<file path="src/rtl/rob_settings.svh">
// Reorder buffer sizing
`ifndef ROB_SETTINGS_SVH
`define ROB_SETTINGS_SVH

// Number of in-flight instructions the buffer can hold
`define ROB_DEPTH 16

// Tag width, log2 of the depth
`define ROB_TAG_W 4

// Result width carried on the CDBs and written at retirement
`define ROB_DATA_W 32

// Program counter width
`define ROB_ADDR_W 32

// Architectural register index width
`define ROB_REG_W 5

// Number of common data buses
`define ROB_CDB_N 2

// Number of source operand lookup ports
`define ROB_LOOKUP_N 2

`endif

</file>
<file path="src/rtl/rob_pkg.sv">
// Reorder buffer types
`include "rob_settings.svh"

package rob_pkg;

    // Payload written into a reserved slot the cycle after reservation
    typedef struct packed {
        logic [`ROB_ADDR_W-1:0] pc;
        logic [`ROB_REG_W-1:0]  rdst;
    } dispatch_t;

    // One completion broadcast from an execution unit
    typedef struct packed {
        logic                   en;
        logic                   redirect;
        logic [`ROB_TAG_W-1:0]  tag;
        logic [`ROB_DATA_W-1:0] data;
    } cdb_t;

    // Retiring instruction as seen by the register file
    typedef struct packed {
        logic [`ROB_TAG_W-1:0]  tag;
        logic [`ROB_REG_W-1:0]  rdst;
        logic [`ROB_DATA_W-1:0] data;
    } retire_t;

    // A slot goes from free to waiting for its result and then to result present
    typedef enum logic [1:0] {
        ENTRY_FREE = 2'd0,
        ENTRY_WAIT = 2'd1,
        ENTRY_DONE = 2'd2
    } entry_state_e;

endpackage

</file>
<file path="src/rtl/rob_queue_ctrl.sv">
// Circular queue pointers
`timescale 1ns/1ps

module rob_queue_ctrl #(
    parameter int DEPTH = 16,
    localparam int IDX_W = $clog2(DEPTH)
) (
    input  logic             clk,
    input  logic             i_reset,
    input  logic             i_flush,
    input  logic             i_incr_head,
    input  logic             i_incr_tail,
    output logic [IDX_W-1:0] o_head,
    output logic [IDX_W-1:0] o_tail,
    output logic             o_full,
    output logic             o_empty
);

    logic [IDX_W-1:0]   head;
    logic [IDX_W-1:0]   tail;
    logic [IDX_W:0]     count;

    // Pointers wrap explicitly so a depth that is not a power of two still works
    always_ff @(posedge clk) begin
        if (i_reset || i_flush) begin
            head  <= '0;
            tail  <= '0;
            count <= '0;
        end else begin
            if (i_incr_head) begin
                head <= (head == IDX_W'(DEPTH - 1)) ? '0 : head + 1'b1;
            end
            if (i_incr_tail) begin
                tail <= (tail == IDX_W'(DEPTH - 1)) ? '0 : tail + 1'b1;
            end
            // Simultaneous push and pop leave the occupancy unchanged
            if (i_incr_tail && !i_incr_head) begin
                count <= count + 1'b1;
            end else if (i_incr_head && !i_incr_tail) begin
                count <= count - 1'b1;
            end
        end
    end

    assign o_head  = head;
    assign o_tail  = tail;
    assign o_full  = (count == (IDX_W+1)'(DEPTH));
    assign o_empty = (count == '0);

    // The head may only move over an occupied slot
    a_no_pop_empty: assert property (
        @(posedge clk) disable iff (i_reset) i_incr_head |-> !o_empty
    );

endmodule

</file>
<file path="src/rtl/rob_entry.sv">
// Reorder buffer slot
`timescale 1ns/1ps
`include "rob_settings.svh"

module rob_entry (
    input  logic                    clk,
    input  logic                    i_reset,
    input  logic                    i_flush,
    input  logic [`ROB_TAG_W-1:0]   i_tag,
    input  logic                    i_dispatch_en,
    input  rob_pkg::dispatch_t      i_dispatch,
    input  rob_pkg::cdb_t           i_cdb [`ROB_CDB_N],
    input  logic                    i_retire_en,
    output rob_pkg::entry_state_e   o_state,
    output logic [`ROB_ADDR_W-1:0]  o_pc,
    output logic [`ROB_REG_W-1:0]   o_rdst,
    output logic [`ROB_DATA_W-1:0]  o_data,
    output logic                    o_redirect
);

    rob_pkg::entry_state_e      state;
    logic                       cdb_hit;
    logic                       cdb_redirect;
    logic [`ROB_DATA_W-1:0]     cdb_data;

    // Tags on different buses are distinct, so at most one bus can match
    always_comb begin
        cdb_hit      = 1'b0;
        cdb_redirect = 1'b0;
        cdb_data     = '0;
        for (int c = 0; c < `ROB_CDB_N; c++) begin
            if (i_cdb[c].en && (i_cdb[c].tag == i_tag)) begin
                cdb_hit      = 1'b1;
                cdb_redirect = i_cdb[c].redirect;
                cdb_data     = i_cdb[c].data;
            end
        end
    end

    always_ff @(posedge clk) begin
        if (i_reset) begin
            state <= rob_pkg::ENTRY_FREE;
        end else if (i_flush || i_retire_en) begin
            state <= rob_pkg::ENTRY_FREE;
        end else if (i_dispatch_en) begin
            state <= rob_pkg::ENTRY_WAIT;
        end else if ((state == rob_pkg::ENTRY_WAIT) && cdb_hit) begin
            state <= rob_pkg::ENTRY_DONE;
        end
    end

    // Payload is captured on dispatch and on completion
    always_ff @(posedge clk) begin
        if (i_dispatch_en) begin
            o_pc   <= i_dispatch.pc;
            o_rdst <= i_dispatch.rdst;
        end
        if ((state == rob_pkg::ENTRY_WAIT) && cdb_hit) begin
            o_data     <= cdb_data;
            o_redirect <= cdb_redirect;
        end
    end

    assign o_state = state;

    // A slot is filled only after it was handed out free by the tail pointer
    a_dispatch_free: assert property (
        @(posedge clk) disable iff (i_reset)
        (i_dispatch_en && !i_flush) |-> (state == rob_pkg::ENTRY_FREE)
    );

endmodule

</file>
<file path="src/rtl/rob.sv">
// Reorder buffer
`timescale 1ns/1ps
`include "rob_settings.svh"

module rob (
    input  logic                    clk,
    input  logic                    i_reset,
    input  logic                    i_reserve_en,
    output logic [`ROB_TAG_W-1:0]   o_reserve_tag,
    output logic                    o_stall,
    input  logic                    i_dispatch_en,
    input  rob_pkg::dispatch_t      i_dispatch,
    input  rob_pkg::cdb_t           i_cdb [`ROB_CDB_N],
    input  logic [`ROB_TAG_W-1:0]   i_lookup_tag [`ROB_LOOKUP_N],
    output logic                    o_lookup_rdy [`ROB_LOOKUP_N],
    output logic [`ROB_DATA_W-1:0]  o_lookup_data [`ROB_LOOKUP_N],
    output logic                    o_retire_en,
    output rob_pkg::retire_t        o_retire,
    output logic                    o_redirect,
    output logic [`ROB_ADDR_W-1:0]  o_redirect_pc
);

    logic [`ROB_TAG_W-1:0]  head;
    logic [`ROB_TAG_W-1:0]  tail;
    logic                   full;

    rob_pkg::entry_state_e  entry_state    [`ROB_DEPTH];
    logic [`ROB_ADDR_W-1:0] entry_pc       [`ROB_DEPTH];
    logic [`ROB_REG_W-1:0]  entry_rdst     [`ROB_DEPTH];
    logic [`ROB_DATA_W-1:0] entry_data     [`ROB_DEPTH];
    logic                   entry_redirect [`ROB_DEPTH];

    logic [`ROB_DEPTH-1:0]  reserve_select;
    logic [`ROB_DEPTH-1:0]  dispatch_select_r;
    logic [`ROB_DEPTH-1:0]  retire_select;
    logic                   reserve_en;
    logic                   retire_en;
    logic                   redirect;
    logic                   redirect_r;

    // While the redirect is reported the buffer is being flushed,
    // so nothing new may enter and nothing younger may retire
    assign reserve_en = i_reserve_en && !redirect_r;
    assign retire_en  = (entry_state[head] == rob_pkg::ENTRY_DONE) && !redirect_r;
    assign redirect   = retire_en && entry_redirect[head];

    rob_queue_ctrl #(
        .DEPTH(`ROB_DEPTH)
    ) u_queue_ctrl (
        .clk(clk),
        .i_reset(i_reset),
        .i_flush(redirect_r),
        .i_incr_head(retire_en),
        .i_incr_tail(reserve_en),
        .o_head(head),
        .o_tail(tail),
        .o_full(full),
        .o_empty()
    );

    // The slot reserved now is filled by the dispatcher next cycle
    always_comb begin
        reserve_select       = '0;
        reserve_select[tail] = reserve_en;
        retire_select        = '0;
        retire_select[head]  = retire_en;
    end

    always_ff @(posedge clk) begin
        if (i_reset) begin
            dispatch_select_r <= '0;
        end else begin
            dispatch_select_r <= reserve_select;
        end
    end

    for (genvar i = 0; i < `ROB_DEPTH; i++) begin : g_entry
        rob_entry u_entry (
            .clk(clk),
            .i_reset(i_reset),
            .i_flush(redirect_r),
            .i_tag((`ROB_TAG_W)'(i)),
            .i_dispatch_en(dispatch_select_r[i] && i_dispatch_en && !redirect_r),
            .i_dispatch(i_dispatch),
            .i_cdb(i_cdb),
            .i_retire_en(retire_select[i]),
            .o_state(entry_state[i]),
            .o_pc(entry_pc[i]),
            .o_rdst(entry_rdst[i]),
            .o_data(entry_data[i]),
            .o_redirect(entry_redirect[i])
        );
    end

    // Retirement and redirect are reported one cycle after the head completes
    always_ff @(posedge clk) begin
        if (i_reset) begin
            o_retire_en <= 1'b0;
            redirect_r  <= 1'b0;
        end else begin
            o_retire_en <= retire_en;
            redirect_r  <= redirect;
        end
    end

    always_ff @(posedge clk) begin
        o_retire.tag  <= head;
        o_retire.rdst <= entry_rdst[head];
        o_retire.data <= entry_data[head];
        if (redirect) begin
            o_redirect_pc <= entry_pc[head];
        end
    end

    assign o_redirect    = redirect_r;
    assign o_reserve_tag = tail;
    assign o_stall       = full || redirect_r;

    // Source operand lookup; a result on a CDB this cycle overrides the stored copy
    always_comb begin
        for (int l = 0; l < `ROB_LOOKUP_N; l++) begin
            o_lookup_rdy[l]  = (entry_state[i_lookup_tag[l]] == rob_pkg::ENTRY_DONE);
            o_lookup_data[l] = entry_data[i_lookup_tag[l]];
            for (int c = 0; c < `ROB_CDB_N; c++) begin
                if (i_cdb[c].en && (i_cdb[c].tag == i_lookup_tag[l])) begin
                    o_lookup_rdy[l]  = 1'b1;
                    o_lookup_data[l] = i_cdb[c].data;
                end
            end
        end
    end

    // The dispatcher has to honor the stall
    a_no_reserve_stalled: assert property (
        @(posedge clk) disable iff (i_reset) o_stall |-> !i_reserve_en
    );

endmodule

</file>
<file path="src/rtl/arch_regfile.sv">
// Architectural register file
`timescale 1ns/1ps
`include "rob_settings.svh"

module arch_regfile (
    input  logic                    clk,
    input  logic                    i_reset,
    input  logic                    i_retire_en,
    input  rob_pkg::retire_t        i_retire,
    input  logic [`ROB_REG_W-1:0]   i_rd_idx,
    output logic [`ROB_DATA_W-1:0]  o_rd_data
);

    localparam int NUM_REGS = 1 << `ROB_REG_W;

    logic [`ROB_DATA_W-1:0] regs [NUM_REGS];
    logic                   wr_en;

    // Register 0 is hardwired to zero, so retirements that target it are dropped
    assign wr_en = i_retire_en && (i_retire.rdst != '0);

    always_ff @(posedge clk) begin
        if (i_reset) begin
            for (int r = 0; r < NUM_REGS; r++) begin
                regs[r] <= '0;
            end
        end else if (wr_en) begin
            regs[i_retire.rdst] <= i_retire.data;
        end
    end

    // Combinational read; a write in this cycle shows up next cycle
    assign o_rd_data = regs[i_rd_idx];

endmodule

</file>
<file path="src/rtl/rob_top.sv">
// Retirement block top level
`timescale 1ns/1ps
`include "rob_settings.svh"

module rob_top (
    input  logic                    clk,
    input  logic                    i_reset,
    input  logic                    i_reserve_en,
    output logic [`ROB_TAG_W-1:0]   o_reserve_tag,
    output logic                    o_stall,
    input  logic                    i_dispatch_en,
    input  rob_pkg::dispatch_t      i_dispatch,
    input  rob_pkg::cdb_t           i_cdb [`ROB_CDB_N],
    input  logic [`ROB_TAG_W-1:0]   i_lookup_tag [`ROB_LOOKUP_N],
    output logic                    o_lookup_rdy [`ROB_LOOKUP_N],
    output logic [`ROB_DATA_W-1:0]  o_lookup_data [`ROB_LOOKUP_N],
    output logic                    o_retire_en,
    output rob_pkg::retire_t        o_retire,
    output logic                    o_redirect,
    output logic [`ROB_ADDR_W-1:0]  o_redirect_pc,
    input  logic [`ROB_REG_W-1:0]   i_rd_idx,
    output logic [`ROB_DATA_W-1:0]  o_rd_data
);

    rob u_rob (
        .clk(clk),
        .i_reset(i_reset),
        .i_reserve_en(i_reserve_en),
        .o_reserve_tag(o_reserve_tag),
        .o_stall(o_stall),
        .i_dispatch_en(i_dispatch_en),
        .i_dispatch(i_dispatch),
        .i_cdb(i_cdb),
        .i_lookup_tag(i_lookup_tag),
        .o_lookup_rdy(o_lookup_rdy),
        .o_lookup_data(o_lookup_data),
        .o_retire_en(o_retire_en),
        .o_retire(o_retire),
        .o_redirect(o_redirect),
        .o_redirect_pc(o_redirect_pc)
    );

    // Retirements go straight into the register file
    arch_regfile u_regfile (
        .clk(clk),
        .i_reset(i_reset),
        .i_retire_en(o_retire_en),
        .i_retire(o_retire),
        .i_rd_idx(i_rd_idx),
        .o_rd_data(o_rd_data)
    );

endmodule

</file>
<file path="config.mk">
export PLATFORM = sky130hd
export DESIGN_NAME = rob_top
export DESIGN_NICKNAME = d
export VERILOG_FILES = /design/src/rtl/rob_pkg.sv /design/src/rtl/rob_queue_ctrl.sv /design/src/rtl/rob_entry.sv /design/src/rtl/rob.sv /design/src/rtl/arch_regfile.sv /design/src/rtl/rob_top.sv
export VERILOG_INCLUDE_DIRS = /design/src /design/src/rtl
export SDC_FILE = /design/constraint.sdc
export NUM_CORES = 2
export LEC_CHECK = 0
export BUFFER_PORTS_ARGS = -buffer_cell sky130_fd_sc_hd__buf_2
export CAP_MARGIN = 20
export CORE_UTILIZATION = 45
export DETAILED_ROUTE_END_ITERATION = 10
export SYNTH_ARGS = -nofsm -noshare
export SYNTH_HDL_FRONTEND = slang
export SYNTH_SLANG_ARGS = --single-unit
</file>
<file path="constraint.sdc">
create_clock -name clk -period 4 [get_ports clk]
set_input_delay 0.2 -clock clk [delete_from_list [all_inputs] [get_ports clk]]
set_output_delay 0.2 -clock clk [all_outputs]
set_load 0.02 [all_outputs]
</file>
==> results.sh <==
export IMPL_grt_pass1_vias=69200
export IMPL_synth_async_reset_ratio_pct=0
export IMPL_ctsResizeCount=0
export IMPL_drtPass1Iterations=6
export IMPL_synth_top_family_by_area="multiplexers"
export IMPL_ys_ff_latch=2280
export IMPL_setup_ws_ns=0.220
export IMPL_fillers=19800
export IMPL_num_vias=69300
export IMPL_clock_skew_final_ns=0.107
export IMPL_grt_max_degree=152
export IMPL_synth_mux_area_share_pct=21.5
export IMPL_gr_total_overflow=0
export IMPL_synth_xor_area_share_pct=0.167
export IMPL_end_kind="flop"
export IMPL_dieArea_sq_mm=0.247
export IMPL_drt_total_wl_um=357000
export IMPL_htree_num_levels=4
export IMPL_hold_ws_ns=0.0649
export IMPL_ys_flop_type="edfxtp_1"
export IMPL_cp_start_kind="flop"
export IMPL_dp_cells=10400
export IMPL_pin_count=308
export IMPL_p_leak_nw=42.8
export IMPL_remaining_drc_errors=0
export IMPL_die_y_um=497
export IMPL_worst_ep_arrival_time_ns=4.62
export IMPL_finish_utilization_pct=51.5
export IMPL_insertion_delay_ns=0.92
export IMPL_synth_cell_types=54
export IMPL_layoutNonFillerInstCount=11000
export IMPL_die_w_um=497
export IMPL_core_area_sq_mm=0.243
export IMPL_fin_setup_tns_ns=0
export IMPL_area_growth_pct=13.8
export IMPL_slew_headroom_pct=23.3
export IMPL_ys_seq_area_share_pct=61.1
export IMPL_cts_buffer_depth=3
export IMPL_setup_viol=0
export IMPL_syn_instance_count=7317
export IMPL_cts_tree="yes"
export IMPL_layout_common_cells="edfxtp_1 (2176), nand2_1 (1081), mux4_2 (1004), and2_1 (994), a21oi_1 (609)"
export IMPL_fin_crit_ns=3.78
export IMPL_place_ws_ns=0.130
export IMPL_final_common_cell="edfxtp_1"
export IMPL_crit_fanout=10
export IMPL_ant_nets=0
export IMPL_avgViaCountPerCell=6.33
export IMPL_fin_nets=7690
export IMPL_worstMarginPinSlew_ns=1.15
export IMPL_cellPowerDensity_mw_per_mm2=418
export IMPL_track_usage_pct=28.6
export IMPL_clkTransAtPathRegs_ns=0.07
export IMPL_rsz0062_at_grt="no"
export IMPL_num_rows=181
export IMPL_hold_path_class="in2reg"
export IMPL_avgSynthCellArea_sq_um=15.1
export IMPL_hold_violations=0
export IMPL_gp_congestion=0.863
export IMPL_port_buffers=307
export IMPL_root_buffer="clkbuf_16"
export IMPL_initial_utilization_pct=45.3
export IMPL_synthSimpleGateAreaFrac_pct=10.9
export IMPL_min_period_over_period_pct=94.5
export IMPL_maxCapViolations=0
export IMPL_synth_edff_count=2176
export IMPL_first_iter_violations=9551
export IMPL_grt_pass1_wl_um=507000
export IMPL_cts_sinks=2280
export IMPL_syn_area_sq_mm=0.110
export IMPL_antenna_found_initial=40
export IMPL_multi_input_area_sq_mm=0.0404
export IMPL_dp_hpwl_um=201000
export IMPL_status="complete, no violations"
export IMPL_slew_viol_final=0
export IMPL_layout_drive_gt1_share_pct=27.3
export IMPL_worstSetupPathType="reg2reg"
export IMPL_crit_required_ns=4.84
export IMPL_synth_fa_ha_area_share_pct=0.154
export IMPL_peakVddDrop_uv=545
export IMPL_fmax_ghz=0.265
export IMPL_synth_compound_area_share_pct=3.36
export IMPL_seq_area_sq_mm=0.0674
export IMPL_routedWlPerCell_um=32.6
export IMPL_yosys_warnings=0
export IMPL_cts_made_buffers=232
worst paths after layout:
kind,startpoint,end,slack (ns),cells past startpoint
setup reg to reg,u_rob.u_queue_ctrl.o_head[1]$_SDFFE_PP0P_,u_rob.u_queue_ctrl.count[4]$_SDFFE_PP0P_,0.22,13
hold reg to reg,u_rob.g_entry[7].u_entry.o_state[0]$_SDFFE_PP0P_,u_rob.g_entry[7].u_entry.o_state[0]$_SDFFE_PP0P_,0.52,2
setup / recovery,u_rob.u_queue_ctrl.o_head[1]$_SDFFE_PP0P_,u_rob.u_queue_ctrl.count[4]$_SDFFE_PP0P_,0.22,13
hold / removal,i_dispatch_en,u_rob.g_entry[7].u_entry.o_state[0]$_SDFFE_PP0P_,0.06,4
flip-flops by register name, indices dropped and copies added (netlist names):
signal / count
u_rob.u_queue_ctrl.o_tail: 4
u_rob.u_queue_ctrl.count: 5
u_rob.o_redirect: 1
u_rob.o_retire_en: 1
u_rob.g_entry.u_entry.o_data: 512
u_rob.o_redirect_pc: 32
u_rob.dispatch_select_r: 16
u_rob.o_retire: 41
u_rob.g_entry.u_entry.o_redirect: 16
u_rob.u_queue_ctrl.o_head: 4
u_rob.g_entry.u_entry.o_pc: 512
u_rob.g_entry.u_entry.o_state: 32
u_rob.g_entry.u_entry.o_rdst: 80
u_regfile.regs: 1024
layout make-up:
class,count,share of cell area (%)
antenna,12,0.0239
clock inverter,124,1.16
tap,3202,3.19
timing repair buffer,720,4.61
inverter,16,0.0479
sequential,2280,53.7
multi-input combinational,4297,32.2
clock buffer,306,5.03
where the power goes:
group          total (mW)  internal, mW  switching [mW]
clock network        22.1          12.4            9.65
logic                3.84          1.44            2.40
registers            26.6          26.4           0.129
per-layer routing:
layer / up-vias / routed length, um / global-route usage [%] / part of all wire, %
li1: 28200 / - / - / -
met4: 30 / 14300 / 10.4 / 4.0
met1: 35700 / 135000 / 38.4 / 38
met3: 969 / 40300 / 7.49 / 11
met2: 4464 / 167000 / 45.0 / 47
met5: - / 354 / 0.579 / 0.099
what timing repair did:
action                                 4_1_cts  5_1_grt
hold buffers                               138        0
buffers inserted                             0        2
endpoints found under the hold margin     1151        0
setup endpoints to repair                    0        1
per-stage QoR:
stage | total power, mW | cell area [sq um]
after floorplan | 29.3 | 110000
after global placement | 30.7 | 116000
after detailed placement | 30.8 | 116000
after CTS | 52.7 | 125000
after global routing | 53.9 | 125000
final | 52.5 | 125000
cell usage after synthesis, types with 2 or more instances:
cell	instances	area share [%]
mux2i_1	70	0.64
nor4_4	2	0.039
a22oi_1	16	0.11
buf_6	3	0.031
nand2_1	1097	3.7
nand4_1	3	0.017
and3b_1	4	0.032
dfxtp_1	104	1.9
ha_1	12	0.14
o21ai_0	38	0.17
nor2_1	156	0.53
xnor2_1	7	0.056
nand3_1	7	0.032
or3_1	4	0.023
buf_4	15	0.10
and2_1	1004	5.7
a311oi_1	3	0.024
a21o_1	4	0.027
a31oi_1	16	0.091
a21oi_1	609	2.8
clkbuf_1	587	2.0
mux2_2	33	0.34
nor4b_1	2	0.016
inv_1	15	0.051
buf_1	75	0.26
xor2_1	14	0.11
o211ai_1	6	0.041
nor3_1	15	0.068
or3b_2	3	0.024
nor2b_1	34	0.19
mux4_2	1004	21
edfxtp_1	2176	59
nor3b_1	9	0.061
and3_1	6	0.034
nand3b_1	15	0.10
nand2b_1	18	0.10
buf_2	75	0.34
o21a_1	10	0.068
or2_2	31	0.18
logic make-up (layout without fill, tap and decap cells):
family          count (synthesis)  in the layout
other cells                     1             44
mux                          1107           1107
xor+xnor                       21             21
buf+inv                       771           1166
flops                        2280           2280
compound gates                709            709
simple gates                 2415           2415
fa+ha+maj                      13             13
worst max-delay path: stages, from the launching register on:
cell      delay, ns
dfxtp_4        0.46
mux4_2         0.53
mux2_2         0.31
or3_1          0.50
nand2_4        0.16
nand2b_1       0.07
ha_1           0.24
inv_1          0.15
ha_1           0.29
a21o_1         0.20
a21oi_1        0.20
xnor2_1        0.10
or3_1          0.32
a21oi_1        0.17
No activity file was read; power rests on OpenSTA's default activity.
